`config.mk`:
```
export PLATFORM = sky130hd
export DESIGN_NAME = matvec_top
export DESIGN_NICKNAME = d
export VERILOG_FILES = /design/src/common/pp_pkg.sv /design/src/design/bank_ram.sv /design/src/design/mac_array.sv /design/src/design/matvec_top.sv /design/src/ping_pong/ping_pong_buffer.sv /design/src/ping_pong/ping_pong_ctrl.sv
export SDC_FILE = /design/constraint.sdc
export NUM_CORES = 1
export LEC_CHECK = 0
export CORE_MARGIN = 2
export CORE_UTILIZATION = 52
export DETAILED_ROUTE_END_ITERATION = 8
export DONT_BUFFER_PORTS = 1
export GPL_ROUTABILITY_DRIVEN = 0
export GPL_TIMING_DRIVEN = 0
export PLACE_DENSITY = 0.73
export SLEW_MARGIN = 20
export SYNTH_ARGS = -nofsm -noshare
export SYNTH_HDL_FRONTEND = slang
export SYNTH_SLANG_ARGS = --single-unit
```
`constraint.sdc`:
```
create_clock -name clk -period 7.08 [get_ports clk]
set_clock_uncertainty 0.1 [all_clocks]
set_input_delay 0.354 -clock clk [delete_from_list [all_inputs] [get_ports clk]]
set_output_delay 0.354 -clock clk [all_outputs]
set_load 0.01 [all_outputs]
```
`src/common/pp_pkg.sv`:
```
// ~~~~~~~~~~~~~~~~~~~~~~~~~~~~~~~~~~~~~~~~~~~~~~~~~~
// Matrix-vector engine shared definitions
// Operand and accumulator types, widths and the
// read state encoding of the ping-pong controller
// ~~~~~~~~~~~~~~~~~~~~~~~~~~~~~~~~~~~~~~~~~~~~~~~~~~

package pp_pkg;

    // Operand element width, also sizes the packed north words
    localparam int ELEM_W = 8;

    // Enough headroom for INNER_DIM up to 16 at full scale
    localparam int ACC_W = 20;

    typedef logic signed [ELEM_W-1:0] elem_t;

    typedef logic signed [ACC_W-1:0] acc_t;

    // Read side of the ping-pong controller
    typedef enum logic [1:0] {
        pp_read_idle,
        pp_reading,
        pp_draining
    } rd_state_t;

endpackage

```
`src/design/bank_ram.sv`:
```
// ~~~~~~~~~~~~~~~~~~~~~~~~~~~~~~~~~~~~~~~~~~~~~~~~~~
// Bank RAM
// Single-port synchronous memory, one-cycle read
// latency, payload given as a type parameter
// ~~~~~~~~~~~~~~~~~~~~~~~~~~~~~~~~~~~~~~~~~~~~~~~~~~

`timescale 1ns/1ps

module bank_ram #(
    parameter type word_t = logic [7:0],
    parameter int  DEPTH  = 8,
    localparam int ADDR_W = (DEPTH > 1) ? $clog2(DEPTH) : 1
) (
    input  logic              clk,
    input  logic              en,
    input  logic              we,
    input  logic [ADDR_W-1:0] addr,
    input  word_t             wdata,
    output word_t             rdata
);

    word_t mem [DEPTH];

    // Write has priority, read data only updates on a read access
    always_ff @(posedge clk) begin
        if (en) begin
            if (we) begin
                mem[addr] <= wdata;
            end else begin
                rdata <= mem[addr];
            end
        end
    end

endmodule

```
`src/design/mac_array.sv`:
```
// ~~~~~~~~~~~~~~~~~~~~~~~~~~~~~~~~~~~~~~~~~~~~~~~~~~
// MAC array
// COL_Y signed multiply-accumulate lanes, one
// result vector and a valid pulse per job
// ~~~~~~~~~~~~~~~~~~~~~~~~~~~~~~~~~~~~~~~~~~~~~~~~~~

`timescale 1ns/1ps

module mac_array #(
    parameter int  COL_Y = 2,
    localparam int N_W   = COL_Y * pp_pkg::ELEM_W,
    localparam int RES_W = COL_Y * pp_pkg::ACC_W
) (
    input  logic             clk,
    input  logic             rst_n,
    input  logic             mac_en,
    input  logic             mac_first,
    input  logic             mac_last,

    input  pp_pkg::elem_t    rd_w_word,
    input  logic [N_W-1:0]   rd_n_word,

    output logic [RES_W-1:0] result,
    output logic             out_valid,
    output logic             acc_done
);

    pp_pkg::acc_t acc_q    [COL_Y];
    pp_pkg::acc_t result_q [COL_Y];
    logic         valid_q;

    for (genvar j = 0; j < COL_Y; j++) begin : g_lane
        pp_pkg::elem_t                   n_elem;
        logic signed [2*pp_pkg::ELEM_W-1:0] prod;
        pp_pkg::acc_t                    sum;

        assign n_elem = pp_pkg::elem_t'(rd_n_word[j*pp_pkg::ELEM_W +: pp_pkg::ELEM_W]);
        assign prod   = rd_w_word * n_elem;

        // First row starts a fresh sum
        assign sum = mac_first ? pp_pkg::acc_t'(prod) : acc_q[j] + prod;

        always_ff @(posedge clk) begin
            if (mac_en) begin
                acc_q[j] <= sum;
            end
        end

        always_ff @(posedge clk) begin
            if (!rst_n) begin
                result_q[j] <= '0;
            end else if (mac_en && mac_last) begin
                result_q[j] <= sum;
            end
        end

        assign result[j*pp_pkg::ACC_W +: pp_pkg::ACC_W] = result_q[j];
    end

    // Single-cycle pulse on the cycle after the last row
    always_ff @(posedge clk) begin
        if (!rst_n) begin
            valid_q <= 1'b0;
        end else begin
            valid_q <= mac_en && mac_last;
        end
    end

    assign out_valid = valid_q;
    assign acc_done  = valid_q;

endmodule

```
`src/design/matvec_top.sv`:
```
// ~~~~~~~~~~~~~~~~~~~~~~~~~~~~~~~~~~~~~~~~~~~~~~~~~~
// Matrix-vector engine top level
// Ping-pong buffer, its controller and the MAC
// array, one result vector per streamed job
// ~~~~~~~~~~~~~~~~~~~~~~~~~~~~~~~~~~~~~~~~~~~~~~~~~~

`timescale 1ns/1ps

module matvec_top #(
    parameter int  INNER_DIM = 8,
    parameter int  COL_Y     = 2,
    localparam int ADDR_W    = (INNER_DIM > 1) ? $clog2(INNER_DIM) : 1,
    localparam int N_W       = COL_Y * pp_pkg::ELEM_W,
    localparam int RES_W     = COL_Y * pp_pkg::ACC_W
) (
    input  logic             clk,
    input  logic             rst_n,
    input  logic             in_valid,
    input  pp_pkg::elem_t    w_data,
    input  logic [N_W-1:0]   n_data,
    output logic             buf_full,
    output logic             out_valid,
    output logic [RES_W-1:0] result
);

    logic              wr_en;
    logic              wr_bank_sel;
    logic [ADDR_W-1:0] wr_addr;
    logic              rd_bank_sel;
    logic [ADDR_W-1:0] rd_addr;
    logic              mac_en;
    logic              mac_first;
    logic              mac_last;
    logic              acc_done;
    pp_pkg::elem_t     rd_w_word;
    logic [N_W-1:0]    rd_n_word;

    ping_pong_ctrl #(
        .INNER_DIM (INNER_DIM)
    ) u_ctrl (
        .clk         (clk),
        .rst_n       (rst_n),
        .in_valid    (in_valid),
        .acc_done    (acc_done),
        .wr_en       (wr_en),
        .wr_bank_sel (wr_bank_sel),
        .wr_addr     (wr_addr),
        .rd_bank_sel (rd_bank_sel),
        .rd_addr     (rd_addr),
        .mac_en      (mac_en),
        .mac_first   (mac_first),
        .mac_last    (mac_last),
        .buf_full    (buf_full)
    );

    ping_pong_buffer #(
        .INNER_DIM (INNER_DIM),
        .COL_Y     (COL_Y)
    ) u_buffer (
        .clk         (clk),
        .wr_en       (wr_en),
        .wr_bank_sel (wr_bank_sel),
        .wr_addr     (wr_addr),
        .w_data      (w_data),
        .n_data      (n_data),
        .rd_bank_sel (rd_bank_sel),
        .rd_addr     (rd_addr),
        .rd_w_word   (rd_w_word),
        .rd_n_word   (rd_n_word)
    );

    mac_array #(
        .COL_Y (COL_Y)
    ) u_mac (
        .clk       (clk),
        .rst_n     (rst_n),
        .mac_en    (mac_en),
        .mac_first (mac_first),
        .mac_last  (mac_last),
        .rd_w_word (rd_w_word),
        .rd_n_word (rd_n_word),
        .result    (result),
        .out_valid (out_valid),
        .acc_done  (acc_done)
    );

endmodule

```
`src/ping_pong/ping_pong_buffer.sv`:
```
// ~~~~~~~~~~~~~~~~~~~~~~~~~~~~~~~~~~~~~~~~~~~~~~~~~~
// Ping-pong operand buffer
// Two banks of west and north RAMs, writes go to
// the loading bank, reads come from the other one
// ~~~~~~~~~~~~~~~~~~~~~~~~~~~~~~~~~~~~~~~~~~~~~~~~~~

`timescale 1ns/1ps

module ping_pong_buffer #(
    parameter int  INNER_DIM = 8,
    parameter int  COL_Y     = 2,
    localparam int ADDR_W    = (INNER_DIM > 1) ? $clog2(INNER_DIM) : 1,
    localparam int N_W       = COL_Y * pp_pkg::ELEM_W
) (
    input  logic              clk,

    input  logic              wr_en,
    input  logic              wr_bank_sel,
    input  logic [ADDR_W-1:0] wr_addr,
    input  pp_pkg::elem_t     w_data,
    input  logic [N_W-1:0]    n_data,

    input  logic              rd_bank_sel,
    input  logic [ADDR_W-1:0] rd_addr,
    output pp_pkg::elem_t     rd_w_word,
    output logic [N_W-1:0]    rd_n_word
);

    pp_pkg::elem_t  w_rdata [2];
    logic [N_W-1:0] n_rdata [2];

    // Bank select of the read issued last cycle
    logic rd_sel_q;

    for (genvar b = 0; b < 2; b++) begin : g_bank
        logic              bank_we;
        logic              bank_en;
        logic [ADDR_W-1:0] bank_addr;

        assign bank_we   = wr_en && (wr_bank_sel == 1'(b));
        assign bank_en   = bank_we || (rd_bank_sel == 1'(b));
        assign bank_addr = bank_we ? wr_addr : rd_addr;

        bank_ram #(
            .word_t (pp_pkg::elem_t),
            .DEPTH  (INNER_DIM)
        ) u_w_ram (
            .clk   (clk),
            .en    (bank_en),
            .we    (bank_we),
            .addr  (bank_addr),
            .wdata (w_data),
            .rdata (w_rdata[b])
        );

        // North row packs COL_Y elements in one word
        bank_ram #(
            .word_t (logic [N_W-1:0]),
            .DEPTH  (INNER_DIM)
        ) u_n_ram (
            .clk   (clk),
            .en    (bank_en),
            .we    (bank_we),
            .addr  (bank_addr),
            .wdata (n_data),
            .rdata (n_rdata[b])
        );
    end

    always_ff @(posedge clk) begin
        rd_sel_q <= rd_bank_sel;
    end

    assign rd_w_word = w_rdata[rd_sel_q];
    assign rd_n_word = n_rdata[rd_sel_q];

endmodule

```
`src/ping_pong/ping_pong_ctrl.sv`:
```
// ~~~~~~~~~~~~~~~~~~~~~~~~~~~~~~~~~~~~~~~~~~~~~~~~~~
// Ping-pong controller
// Tracks which bank is loading and which is read,
// generates write and read addresses and the MAC
// strobes, and sequences jobs in arrival order
// ~~~~~~~~~~~~~~~~~~~~~~~~~~~~~~~~~~~~~~~~~~~~~~~~~~

`timescale 1ns/1ps

module ping_pong_ctrl #(
    parameter int  INNER_DIM = 8,
    localparam int ADDR_W    = (INNER_DIM > 1) ? $clog2(INNER_DIM) : 1
) (
    input  logic              clk,
    input  logic              rst_n,
    input  logic              in_valid,
    input  logic              acc_done,

    output logic              wr_en,
    output logic              wr_bank_sel,
    output logic [ADDR_W-1:0] wr_addr,

    output logic              rd_bank_sel,
    output logic [ADDR_W-1:0] rd_addr,

    output logic              mac_en,
    output logic              mac_first,
    output logic              mac_last,

    output logic              buf_full
);

    localparam logic [ADDR_W-1:0] LAST_ROW = ADDR_W'(INNER_DIM - 1);

    // One bit per bank, set when the bank holds a complete unread job
    logic [1:0] full_q;
    logic [1:0] full_d;

    logic              wr_bank_q;
    logic [ADDR_W-1:0] wr_cnt_q;

    logic              rd_bank_q;
    logic [ADDR_W-1:0] rd_cnt_q;

    pp_pkg::rd_state_t rd_state_q;
    pp_pkg::rd_state_t rd_state_d;

    logic wr_last;
    logic rd_last;
    logic rd_free;

    // Strobes delayed by one cycle to line up with RAM read data
    logic mac_en_q;
    logic mac_first_q;
    logic mac_last_q;

    // Write side
    assign buf_full = full_q[wr_bank_q];
    assign wr_en    = in_valid & ~buf_full;
    assign wr_last  = wr_en && (wr_cnt_q == LAST_ROW);

    // Read side
    assign rd_last = (rd_state_q == pp_pkg::pp_reading) && (rd_cnt_q == LAST_ROW);
    assign rd_free = (rd_state_q == pp_pkg::pp_draining) && acc_done;

    always_comb begin
        rd_state_d = rd_state_q;
        case (rd_state_q)
            pp_pkg::pp_read_idle: begin
                if (full_q[rd_bank_q]) begin
                    rd_state_d = pp_pkg::pp_reading;
                end
            end
            pp_pkg::pp_reading: begin
                if (rd_last) begin
                    rd_state_d = pp_pkg::pp_draining;
                end
            end
            pp_pkg::pp_draining: begin
                // Chain straight into the other bank when it is already loaded
                if (acc_done) begin
                    if (full_q[!rd_bank_q]) begin
                        rd_state_d = pp_pkg::pp_reading;
                    end else begin
                        rd_state_d = pp_pkg::pp_read_idle;
                    end
                end
            end
            default: begin
                rd_state_d = pp_pkg::pp_read_idle;
            end
        endcase
    end

    // Set and clear never hit the same bank, a full bank blocks writes
    always_comb begin
        full_d = full_q;
        if (wr_last) begin
            full_d[wr_bank_q] = 1'b1;
        end
        if (rd_free) begin
            full_d[rd_bank_q] = 1'b0;
        end
    end

    always_ff @(posedge clk) begin
        if (!rst_n) begin
            full_q      <= 2'b00;
            wr_bank_q   <= 1'b0;
            wr_cnt_q    <= '0;
            rd_bank_q   <= 1'b0;
            rd_cnt_q    <= '0;
            rd_state_q  <= pp_pkg::pp_read_idle;
            mac_en_q    <= 1'b0;
            mac_first_q <= 1'b0;
            mac_last_q  <= 1'b0;
        end else begin
            full_q     <= full_d;
            rd_state_q <= rd_state_d;

            if (wr_en) begin
                if (wr_last) begin
                    wr_cnt_q  <= '0;
                    wr_bank_q <= ~wr_bank_q;
                end else begin
                    wr_cnt_q <= wr_cnt_q + 1'b1;
                end
            end

            // Address wraps to zero so the next job starts at row 0
            if (rd_state_q == pp_pkg::pp_reading) begin
                if (rd_last) begin
                    rd_cnt_q <= '0;
                end else begin
                    rd_cnt_q <= rd_cnt_q + 1'b1;
                end
            end

            if (rd_free) begin
                rd_bank_q <= ~rd_bank_q;
            end

            mac_en_q    <= (rd_state_q == pp_pkg::pp_reading);
            mac_first_q <= (rd_state_q == pp_pkg::pp_reading) && (rd_cnt_q == '0);
            mac_last_q  <= rd_last;
        end
    end

    assign wr_bank_sel = wr_bank_q;
    assign wr_addr     = wr_cnt_q;
    assign rd_bank_sel = rd_bank_q;
    assign rd_addr     = rd_cnt_q;
    assign mac_en      = mac_en_q;
    assign mac_first   = mac_first_q;
    assign mac_last    = mac_last_q;

endmodule

```
==> metrics, run 1 <==
TritonRoute pass-1 iters=8; WP data required=~7500 ps; CTS sink count=about 530; Max Cap Violations=0; TNS Setup=0 ps; vias in the first global route=about 19000; Core ar.=~0.052 mm2; CTS tree=yes; Final #Nets=around 2800; later-pin clock latency in the skew report=approximately 630 ps; grt total ovfl=0; Post-synth EDFFs=between 500 and 600; Initial Utilization=a little over half; final hold vios=0; synth warn=0; Mapped Nets=about 2600; Final Setup Violations=0; CP max FO=7; Global Route Usage Sum=between 20% and 30%; Bufs on Longest Clock Path=3; # H-tree levels=2; average size of a mapped cell=approximately 11 um2; CTS Buf Count=53; final non-filler cell total=3294; r2r setup slk=130 ps; WS Path Type=flop to flop; Worst Path Arrival=roughly 7300 ps; antenna violations before repair=5; Setup crit start kind=flop; total die area=0.0545 mm2; Final min period=around 7000 ps; final-report max-slew violation count=0; Die Height=about 230 um; reg2reg end=u_mac.result_q[0][19]; worst slack, placed=-937 ps; global-route wire length before repair=roughly 100000 um; Post-Place Cells=about 3100; Mapped Cells=2403; most used cell, CP=fa_1; Main synth FF type=edfxtp_1; pin count of the biggest net entering global routing=28; commonest cells after routing, fill and taps aside=edfxtp_1, nand2_1, nand3_1; Ports=69; Root Buffer=clkbuf_16; worst rel slew slack=41.1%; via count=~19000; initial drt markers=2123; final worst slack=~130 ps; std cell rows=between 80 and 90; Die W=233 um; drt wl/cell=20.8 um; Post-DRT Antenna Nets=0; Clock transition at path regs=~60 ps; HPWL after DPL=about 47000 um; DR vias/cell=about 5.8; Seq/Total Area, Yosys=57.4%; status=finished clean; Slowest Stage Delay on Critical Path=approximately 550 ps; layout cell share with drive strength beyond 1=a little under an eighth; reg2reg start=u_buffer.rd_sel_q; area growth from synthesis to layout=16.2%; Port-buffer cells=0; min-delay src=in_valid; commonest non-fill, non-tap cell in the layout=edfxtp_1; fillcell total=about 4000; total wire length=a little under 70000 um; synth unique cells=60; critical path capture point type=flop; Post-route DRC=0; Worst R2R Path Depth=28; Max Freq=around 140 MHz; worst hold path class=primary input to flop; Yosys reg bits=529; Hold Path Sink=u_ctrl.wr_addr[0]; Post-Synthesis Cell Area=roughly 0.027 mm2; unrepaired setup endpoints after global routing=yes; Slew @ Worst Pin=about 900 ps; slowest stage cell, crit path=fa_1; asr flop ratio synth=0%; hold path depth=3; period utilisation layout=between 90% and 100%
## layer usage
layer,vias up,track usage (%),wire [um]
met5,-,0,13
met3,206,3.55,5340
li1,8605,-,-
met1,9180,31.2,25600
met2,986,43.4,33900
met4,2,13.0,3610
## cells in the mapped netlist (3+ instances only)
library cell,number,area share [%]
edfxtp_1,512,56
nand2_1,501,6.9
nand3_1,244,4.5
inv_1,190,2.6
nor2_1,151,2.1
fa_1,112,8.2
ha_1,107,4.9
o21ai_0,92,1.7
clkbuf_1,67,0.92
a21oi_1,61,1.1
xnor2_1,44,1.4
and2_1,38,0.87
mux2i_1,31,1.1
xor2_1,24,0.77
a21o_1,22,0.60
buf_2,21,0.38
mux2_2,21,0.86
dfxtp_1,17,1.2
nand2b_1,15,0.34
nor3_1,15,0.27
nor2b_1,9,0.21
or2_2,9,0.21
a211oi_1,8,0.22
a31oi_1,8,0.18
buf_1,8,0.11
o21bai_1,8,0.22
o211ai_1,7,0.19
o21a_1,7,0.19
a211o_1,4,0.13
and3_1,4,0.091
nand4_1,4,0.091
nor3b_1,4,0.11
nand3b_1,3,0.082
o22ai_1,3,0.069
## metrics by stage
step	hold WS [ps]	util, %	area [um2]
after floorplan	316	-	27400
after global placement	340	54.0	28300
after detailed placement	354	55.1	28800
after CTS	9.08	60.0	31400
after global routing	66.2	60.7	31800
final	27.4	60.7	31800
## cells by family (layout without fill, tap and decap cells)
group                      after synthesis  in the layout  synth area share (%)
AOI/OAI and AO/OA                      243            243                  5.35
xor gates and xnor gates                68             68                  2.18
adders and majority gates              219            219                  13.1
buffers and inverters                  287            486                  4.03
DFF                                    529            529                  57.4
muxes                                   52             52                  2.00
other                                    0              4                     0
and+or+nand+nor                       1005           1005                  15.9
## worst max-delay path by stage
stage / start / to / slack (ps)
after global routing: u_buffer.rd_sel_q / u_mac.result_q[0][19] / -120
after global placement: u_buffer.rd_sel_q / u_mac.result_q[0][19] / -800
final: u_buffer.rd_sel_q / u_mac.result_q[0][19] / 130
after floorplan: u_buffer.rd_sel_q / u_mac.result_q[0][19] / 20
after CTS: u_buffer.rd_sel_q / u_mac.result_q[1][17] / 6
after detailed placement: u_buffer.rd_sel_q / u_mac.result_q[0][19] / -940
## sequential cells by signal, summed over array words and instances (netlist names)
name / count
u_buffer.g_bank.u_n_ram.mem: 256
u_buffer.g_bank.u_n_ram.rdata: 32
u_buffer.g_bank.u_w_ram.mem: 128
u_buffer.g_bank.u_w_ram.rdata: 16
u_buffer.rd_sel_q: 1
u_ctrl.full_q: 2
u_ctrl.mac_en: 1
u_ctrl.mac_first: 1
u_ctrl.mac_last: 1
u_ctrl.rd_addr: 3
u_ctrl.rd_bank_sel: 1
u_ctrl.rd_state_q: 2
u_ctrl.wr_addr: 3
u_ctrl.wr_bank_sel: 1
u_mac.acc_done: 1
u_mac.acc_q: 40
u_mac.result_q: 40
## critical path: cells and delay by family (launching register included)
kind                       cells  cell delay [ps]
and+or+nand+nor                5              850
buffers and inverters          7              680
adders and majority gates      6             2510
DFF                            1              340
xor gates and xnor gates       2              510
muxes                          1              310
AOI/OAI and AO/OA              7             1490
## area by class of cell
cell class | instances | area, um2 | share of cell area, %
Multi-Input combinational cell | 1587 | 11200 | 35.2
Clock buffer | 65 | 1370 | 4.31
Tap cell | 688 | 861 | 2.71
Timing Repair Buffer | 101 | 1090 | 3.43
Sequential cell | 529 | 15700 | 49.4
Clock inverter | 33 | 320 | 1.01
Inverter | 191 | 717 | 2.26
Buffer | 96 | 498 | 1.57
Antenna cell | 4 | 10.0 | 0.0315
## repair_timing
item	CTS	global route
buffers inserted	21	16
hold endpoints to repair	390	0
gates cloned	2	1
hold buffers	26	0
pin swaps	6	19
setup endpoints to repair	25	21
resized for setup	64	54
Power of run 1 is not shown: default switching activity piles up to over one toggle a cycle in this logic, so the estimate is an artifact.
==> inputs of run 2 (changes only) <==
- REMOVE_ABC_BUFFERS: unset -> 1
==> metrics, run 2 (same netlist as run 1, synthesis figures left out) <==
status=finished clean (unchanged); Die W=233 um (unchanged); grt met3 use=3.98% (was 3.55%); Post-route DRC=0 (unchanged); TritonRoute pass-1 iters=6 (was 8); Max Freq=144 MHz (about the same); final hold vios=0 (unchanged); Slowest Stage Delay on Critical Path=490 ps (was 550 ps); layout cell share with drive strength beyond 1=12.8% (was 11.6%); WP data required=7340 ps (was 7460 ps); met2 Usage GRT=40.2% (was 43.4%); DR vias/cell=5.71 (was 5.76); total wire length=64500 um (was 68400 um); pin count of the biggest net entering global routing=50 (was 28); Ports=69 (unchanged); Clock transition at path regs=60 ps (about the same); HPWL after DPL=42600 um (was 47400 um); Core ar.=0.0523 mm2 (unchanged); Bufs on Longest Clock Path=3 (unchanged); CTS sink count=529 (unchanged); Final #Nets=2745 (was 2805); later-pin clock latency in the skew report=630 ps (about the same); Max Cap Violations=0 (unchanged); Global Route Usage Sum=23.3% (was 25.3%); antenna violations before repair=4 (was 5); final-report max-slew violation count=0 (unchanged); initial drt markers=1737 (was 2123); unrepaired setup endpoints after global routing=yes (unchanged); Port-buffer cells=0 (unchanged); grt total ovfl=0 (unchanged); GR Layer Usage met1=28.6% (was 31.2%); worst hold path class=primary input to flop (unchanged); CP max FO=12 (was 7); WS Path Type=flop to flop (unchanged); global routing's busiest layer=met2 (unchanged); crit-path leading delay family=adder cells (unchanged); Final Setup Violations=0 (unchanged); # H-tree levels=2 (unchanged); worst hold slack=61.7 ps (was 27.4 ps); commonest non-fill, non-tap cell in the layout=edfxtp_1 (unchanged); worst rel slew slack=26.4% (was 41.1%); drt wl/cell=19.9 um (was 20.8 um); total die area=0.0545 mm2 (unchanged); global-route wire length before repair=98600 um (was 104000 um); Largest register FFs=256 (unchanged); critical path capture point type=flop (unchanged); Buf/Inv on CP=7 (unchanged); CTS Buf Count=53 (unchanged); Die Height=233 um (unchanged); Initial Utilization=52.3% (unchanged); Worst Path Arrival=7210 ps (was 7330 ps); largest reg by FF count=u_buffer.g_bank.u_n_ram.mem (unchanged); period utilisation layout=98.2% (about the same); area growth from synthesis to layout=18.3% (was 16.2%); Top Registers=u_buffer.g_bank.u_n_ram.mem: 256 flops, u_buffer.g_bank.u_w_ram.mem: 128 flops (unchanged); slowest stage cell, crit path=fa_1 (unchanged); Post-DRT Antenna Nets=0 (unchanged); Setup crit start kind=flop (unchanged); CTS tree=yes (unchanged); std cell rows=84 (unchanged); Final min period=6950 ps (about the same); via count=18500 (was 19000); vias in the first global route=18600 (was 19000); Root Buffer=clkbuf_16 (unchanged); commonest cells after routing, fill and taps aside=edfxtp_1, nand2_1, nand3_1 (unchanged); Slew @ Worst Pin=1100 ps (was 879 ps)
run 2: metal layers:
layer,wire (um),share of wire [%],up-vias
met2,32400,50,785
met4,2830,4.4,4
met5,21,0.033,-
met1,24700,38,8975
li1,-,-,8487
met3,4530,7.0,200
run 2: area by class of cell:
class | instances | area, um2
repair buffers | 137 | 1920
flip-flops and latches | 529 | 15700
multi-input cells | 1587 | 11300
clock inverters | 39 | 483
clock buffers | 60 | 1350
inverters | 191 | 717
fillers | 3856 | 20000
well taps | 688 | 861
diodes | 2 | 5.00
run 2: worst reg2reg max path: stages (launching register included):
cell      delay (ps)
dfxtp_4          420
buf_12           160
buf_16           160
mux2i_4          220
or2_2            330
fa_1             470
inv_1            110
fa_1             450
fa_1             490
inv_1             50
fa_1             470
inv_1             40
ha_1             310
inv_1            100
nor2_1            50
a311o_1          310
a211o_1          330
o31ai_4          280
xnor2_2          200
buf_4            180
ha_4             190
a21o_1           200
nor2_1           140
o221ai_2         120
or4b_1           470
o211ai_1         110
xor2_1           100
and2_1           140
run 2: path summary, 6_finish.rpt:
kind	from	to	slack (ps)	depth (start not counted)
hold / removal	in_valid	u_ctrl.wr_addr[0]	60	3
setup reg to reg	u_buffer.rd_sel_q	u_mac.result_q[0][19]	130	27
hold reg to reg	u_ctrl.rd_bank_sel	u_buffer.rd_sel_q	410	0
setup / recovery	u_buffer.rd_sel_q	u_mac.result_q[0][19]	130	27
run 2: what timing repair did:
| action | 4_1_cts | 5_1_grt |
|---|---|---|
| cloned | 1 | 1 |
| setup buffers | 15 | 30 |
| endpoints found under the hold margin | 405 | 0 |
| setup endpoints to repair | 29 | 20 |
| hold buffers | 25 | 0 |
| resized for setup | 37 | 67 |
| pin swaps | 1 | 16 |
run 2: per-stage QoR:
stage	setup TNS, ps	worst slack (ps)	std cells	utilization [%]	cell area (um2)
6_report	0	129	3233	61.8	32400
5_1_grt	-349	-134	3233	61.8	32400
4_1_cts	-39.2	-39.2	3200	60.6	31700
3_5_place_dp	-15160	-1250	3060	55.9	29200
3_3_place_gp	-185540	-2910	2995	53.2	27800
2_1_floorplan	-4820	-791	2307	-	27000
Power of run 2 is left out for the same reason.
==> inputs of run 3 (changes only) <==
- SYNTH_HIERARCHICAL: unset -> 1
==> metrics, run 3 <==
max layer used=met5 (unchanged); area growth from synthesis to layout=11.0% (was 18.3%); DR WL met2=26200 um (was 32400 um); Main synth FF type=edfxtp_1 (unchanged); grt total ovfl=0 (unchanged); global-route wire length before repair=85600 um (was 98600 um); commonest cells after routing, fill and taps aside=edfxtp_1, inv_1, and2_1 (was edfxtp_1, nand2_1, nand3_1); count leader, synth=edfxtp_1 (unchanged); total wire length=53500 um (was 64500 um); Port-buffer cells=0 (unchanged); asr flop ratio synth=0% (unchanged); Initial Utilization=52.8% (was 52.3%); Yosys reg bits=529 (unchanged); hold path depth=2 (was 3); initial drt markers=1321 (was 1737); CTS tree=yes (unchanged); M1 WL=23100 um (was 24700 um); TritonRoute pass-1 iters=6 (unchanged); Final min period=6820 ps (was 6950 ps); met3 WL=2700 um (was 4530 um); total die area=0.0556 mm2 (was 0.0545 mm2); # H-tree levels=2 (unchanged); Hold Path Sink=u_ctrl/wr_addr[1] (was u_ctrl.wr_addr[0]); Largest register FFs=256 (unchanged); Seq/Total Area, Yosys=56.3% (was 57.4%); CTS sink count=529 (unchanged); Max Cap Violations=0 (unchanged); fillcell total=3901 (was 3856); Setup crit start kind=flop (unchanged); Mapped Cells=1877 (was 2403); Root Buffer=clkbuf_16 (unchanged); area fraction of the dominant cell type after synthesis=55.0% (was 56.2%); Post-Place Cells=2532 (was 3060); Slowest Stage Delay on Critical Path=530 ps (was 490 ps); pin count of the biggest net entering global routing=51 (was 50); final hold vios=0 (unchanged); Final #Nets=2180 (was 2745); Top Registers=u_buffer/g_bank.u_n_ram/mem: 256 flops, u_buffer/g_bank.u_w_ram/mem: 128 flops (was u_buffer.g_bank.u_n_ram.mem: 256 flops, u_buffer.g_bank.u_w_ram.mem: 128 flops); commonest cells in the netlist=edfxtp_1, inv_1, and2_1 (was edfxtp_1, nand2_1, nand3_1); Worst Path Arrival=7040 ps (was 7210 ps); average size of a mapped cell=14.9 um2 (was 11.4 um2); commonest non-fill, non-tap cell in the layout=edfxtp_1 (unchanged); worst rel slew slack=30.3% (was 26.4%); post-synth top area cell=edfxtp_1 (unchanged); reg2reg end=u_mac/result_q[1][17] (was u_mac.result_q[0][19]); WP data required=7300 ps (was 7340 ps); Global Route Usage Sum=19.5% (was 23.3%); CP max FO=9 (was 12); later-pin clock latency in the skew report=610 ps (was 630 ps); Post-synth EDFFs=512 (unchanged); worst hold path class=flop to flop (was primary input to flop); reg2reg start=u_buffer/rd_sel_q (was u_buffer.rd_sel_q); Post-Synthesis Cell Area=0.0279 mm2 (was 0.0274 mm2); Bufs on Longest Clock Path=3 (unchanged); Worst R2R Path Depth=26 (was 27); Core ar.=0.0529 mm2 (was 0.0523 mm2); Die W=236 um (was 233 um); WS Path Type=flop to flop (unchanged); synth unique cells=82 (was 60); Post-route DRC=0 (unchanged); period utilisation layout=96.3% (was 98.2%); layout cell share with drive strength beyond 1=14.5% (was 12.8%); DR vias/cell=5.69 (was 5.71); Ports=69 (unchanged); drt wl/cell=20.1 um (was 19.9 um); final-report max-slew violation count=0 (unchanged); HPWL after DPL=36600 um (was 42600 um); Final Setup Violations=0 (unchanged); vias in the first global route=15700 (was 18600); via count=15200 (was 18500); Clock transition at path regs=70 ps (was 60 ps); status=finished clean (unchanged); Die Height=236 um (was 233 um); Synth area leaders=edfxtp_1, fa_1, mux4_1, ha_1, mux2_2 (was edfxtp_1, fa_1, nand2_1, ha_1, nand3_1); synth warn=6 (was 0); Post-DRT Antenna Nets=0 (unchanged); largest reg by FF count=u_buffer/g_bank.u_n_ram/mem (was u_buffer.g_bank.u_n_ram.mem); antenna violations before repair=8 (was 4); std cell rows=84 (unchanged); Slew @ Worst Pin=1040 ps (was 1100 ps); Max Freq=147 MHz (was 144 MHz); min-delay src=u_ctrl/wr_addr[1] (was in_valid); critical path capture point type=flop (unchanged); slowest stage cell, crit path=fa_1 (unchanged); r2r setup slk=260 ps (was 130 ps); CTS Buf Count=53 (unchanged); final non-filler cell total=2665 (was 3233)
-- run 3: cell types whose count changed after synthesis, sizes merged, moves of 8 or more --
cell / change
mux2: +65
nand2: -396
nand3: -222
clkbuf: -41
nor2: -83
a21o: -8
nand2b: +8
nor2b: +20
nand3b: +8
o21ai: -43
mux4: +88
and2: +77
-- run 3: layout make-up --
class	count	area (um2)	area share, %
clock inverters	30	312	1.01
diodes	3	7.51	0.0242
flip-flops and latches	529	15700	50.7
repair buffers	64	738	2.38
inverters	184	691	2.23
clock buffers	65	1370	4.42
multi-input cells	1102	11300	36.4
well taps	688	861	2.78
-- run 3: worst max-delay path by stage --
stage	start	cells after the start	to	slack, ps
global placement	u_buffer/rd_sel_q	24	u_mac/result_q[0][19]	-1270
CTS	u_buffer/rd_sel_q	26	u_mac/acc_q[0][18]	20
global route	u_buffer/rd_sel_q	26	u_mac/acc_q[0][18]	-30
floorplan	u_buffer/rd_sel_q	24	u_mac/result_q[0][19]	-230
finish	u_buffer/rd_sel_q	26	u_mac/result_q[1][17]	260
detailed placement	u_buffer/rd_sel_q	25	u_mac/result_q[0][19]	-760
-- run 3: logic make-up after synthesis --
group           Yosys count  synth area share, %
xor+xnor                 58                 1.82
simple gates            420                 7.94
mux                     199                 12.5
fa+ha+maj               219                 12.8
flops                   529                 56.3
buf+inv                 246                 4.00
compound gates          206                 4.66
-- run 3: metal layers --
layer / GRT usage [%] / up-vias
met3: 3.44 / 118
met1: 26.1 / 7605
met5: 0 / -
met4: 6.39 / 10
met2: 32.7 / 414
li1: - / 7025
-- run 3: per-stage QoR --
stage / hold slack, ps / instance area (um2) / util (%) / worst slack [ps] / TNS [ps]
2_1_floorplan: 334 / 27500 / - / -227 / -334
3_3_place_gp: 354 / 28400 / 53.7 / -1270 / -23330
3_5_place_dp: 354 / 28900 / 54.6 / -756 / -6000
4_1_cts: 390 / 30900 / 58.4 / 15.4 / 0
5_1_grt: 418 / 31000 / 58.6 / -32.0 / -63.4
6_report: 391 / 31000 / 58.6 / 260 / 0
-- run 3: worst max-delay path: cells and delay by family (launching register included) --
family / cells / cell delay [ps]
and+or+nand+nor: 6 / 1080
DFF: 1 / 370
muxes: 2 / 630
adders and majority gates: 6 / 2650
AOI/OAI and AO/OA: 5 / 770
xor gates and xnor gates: 1 / 390
buffers and inverters: 6 / 540
-- run 3: what timing repair did --
action                     4_1_cts  5_1_grt
buffers inserted                 3        6
hold endpoints to repair       406        0
hold buffers                    26        0
pin swaps                        1        3
resized for setup                5       15
setup endpoints to repair       20       27
Power of run 3 is left out for the same reason.
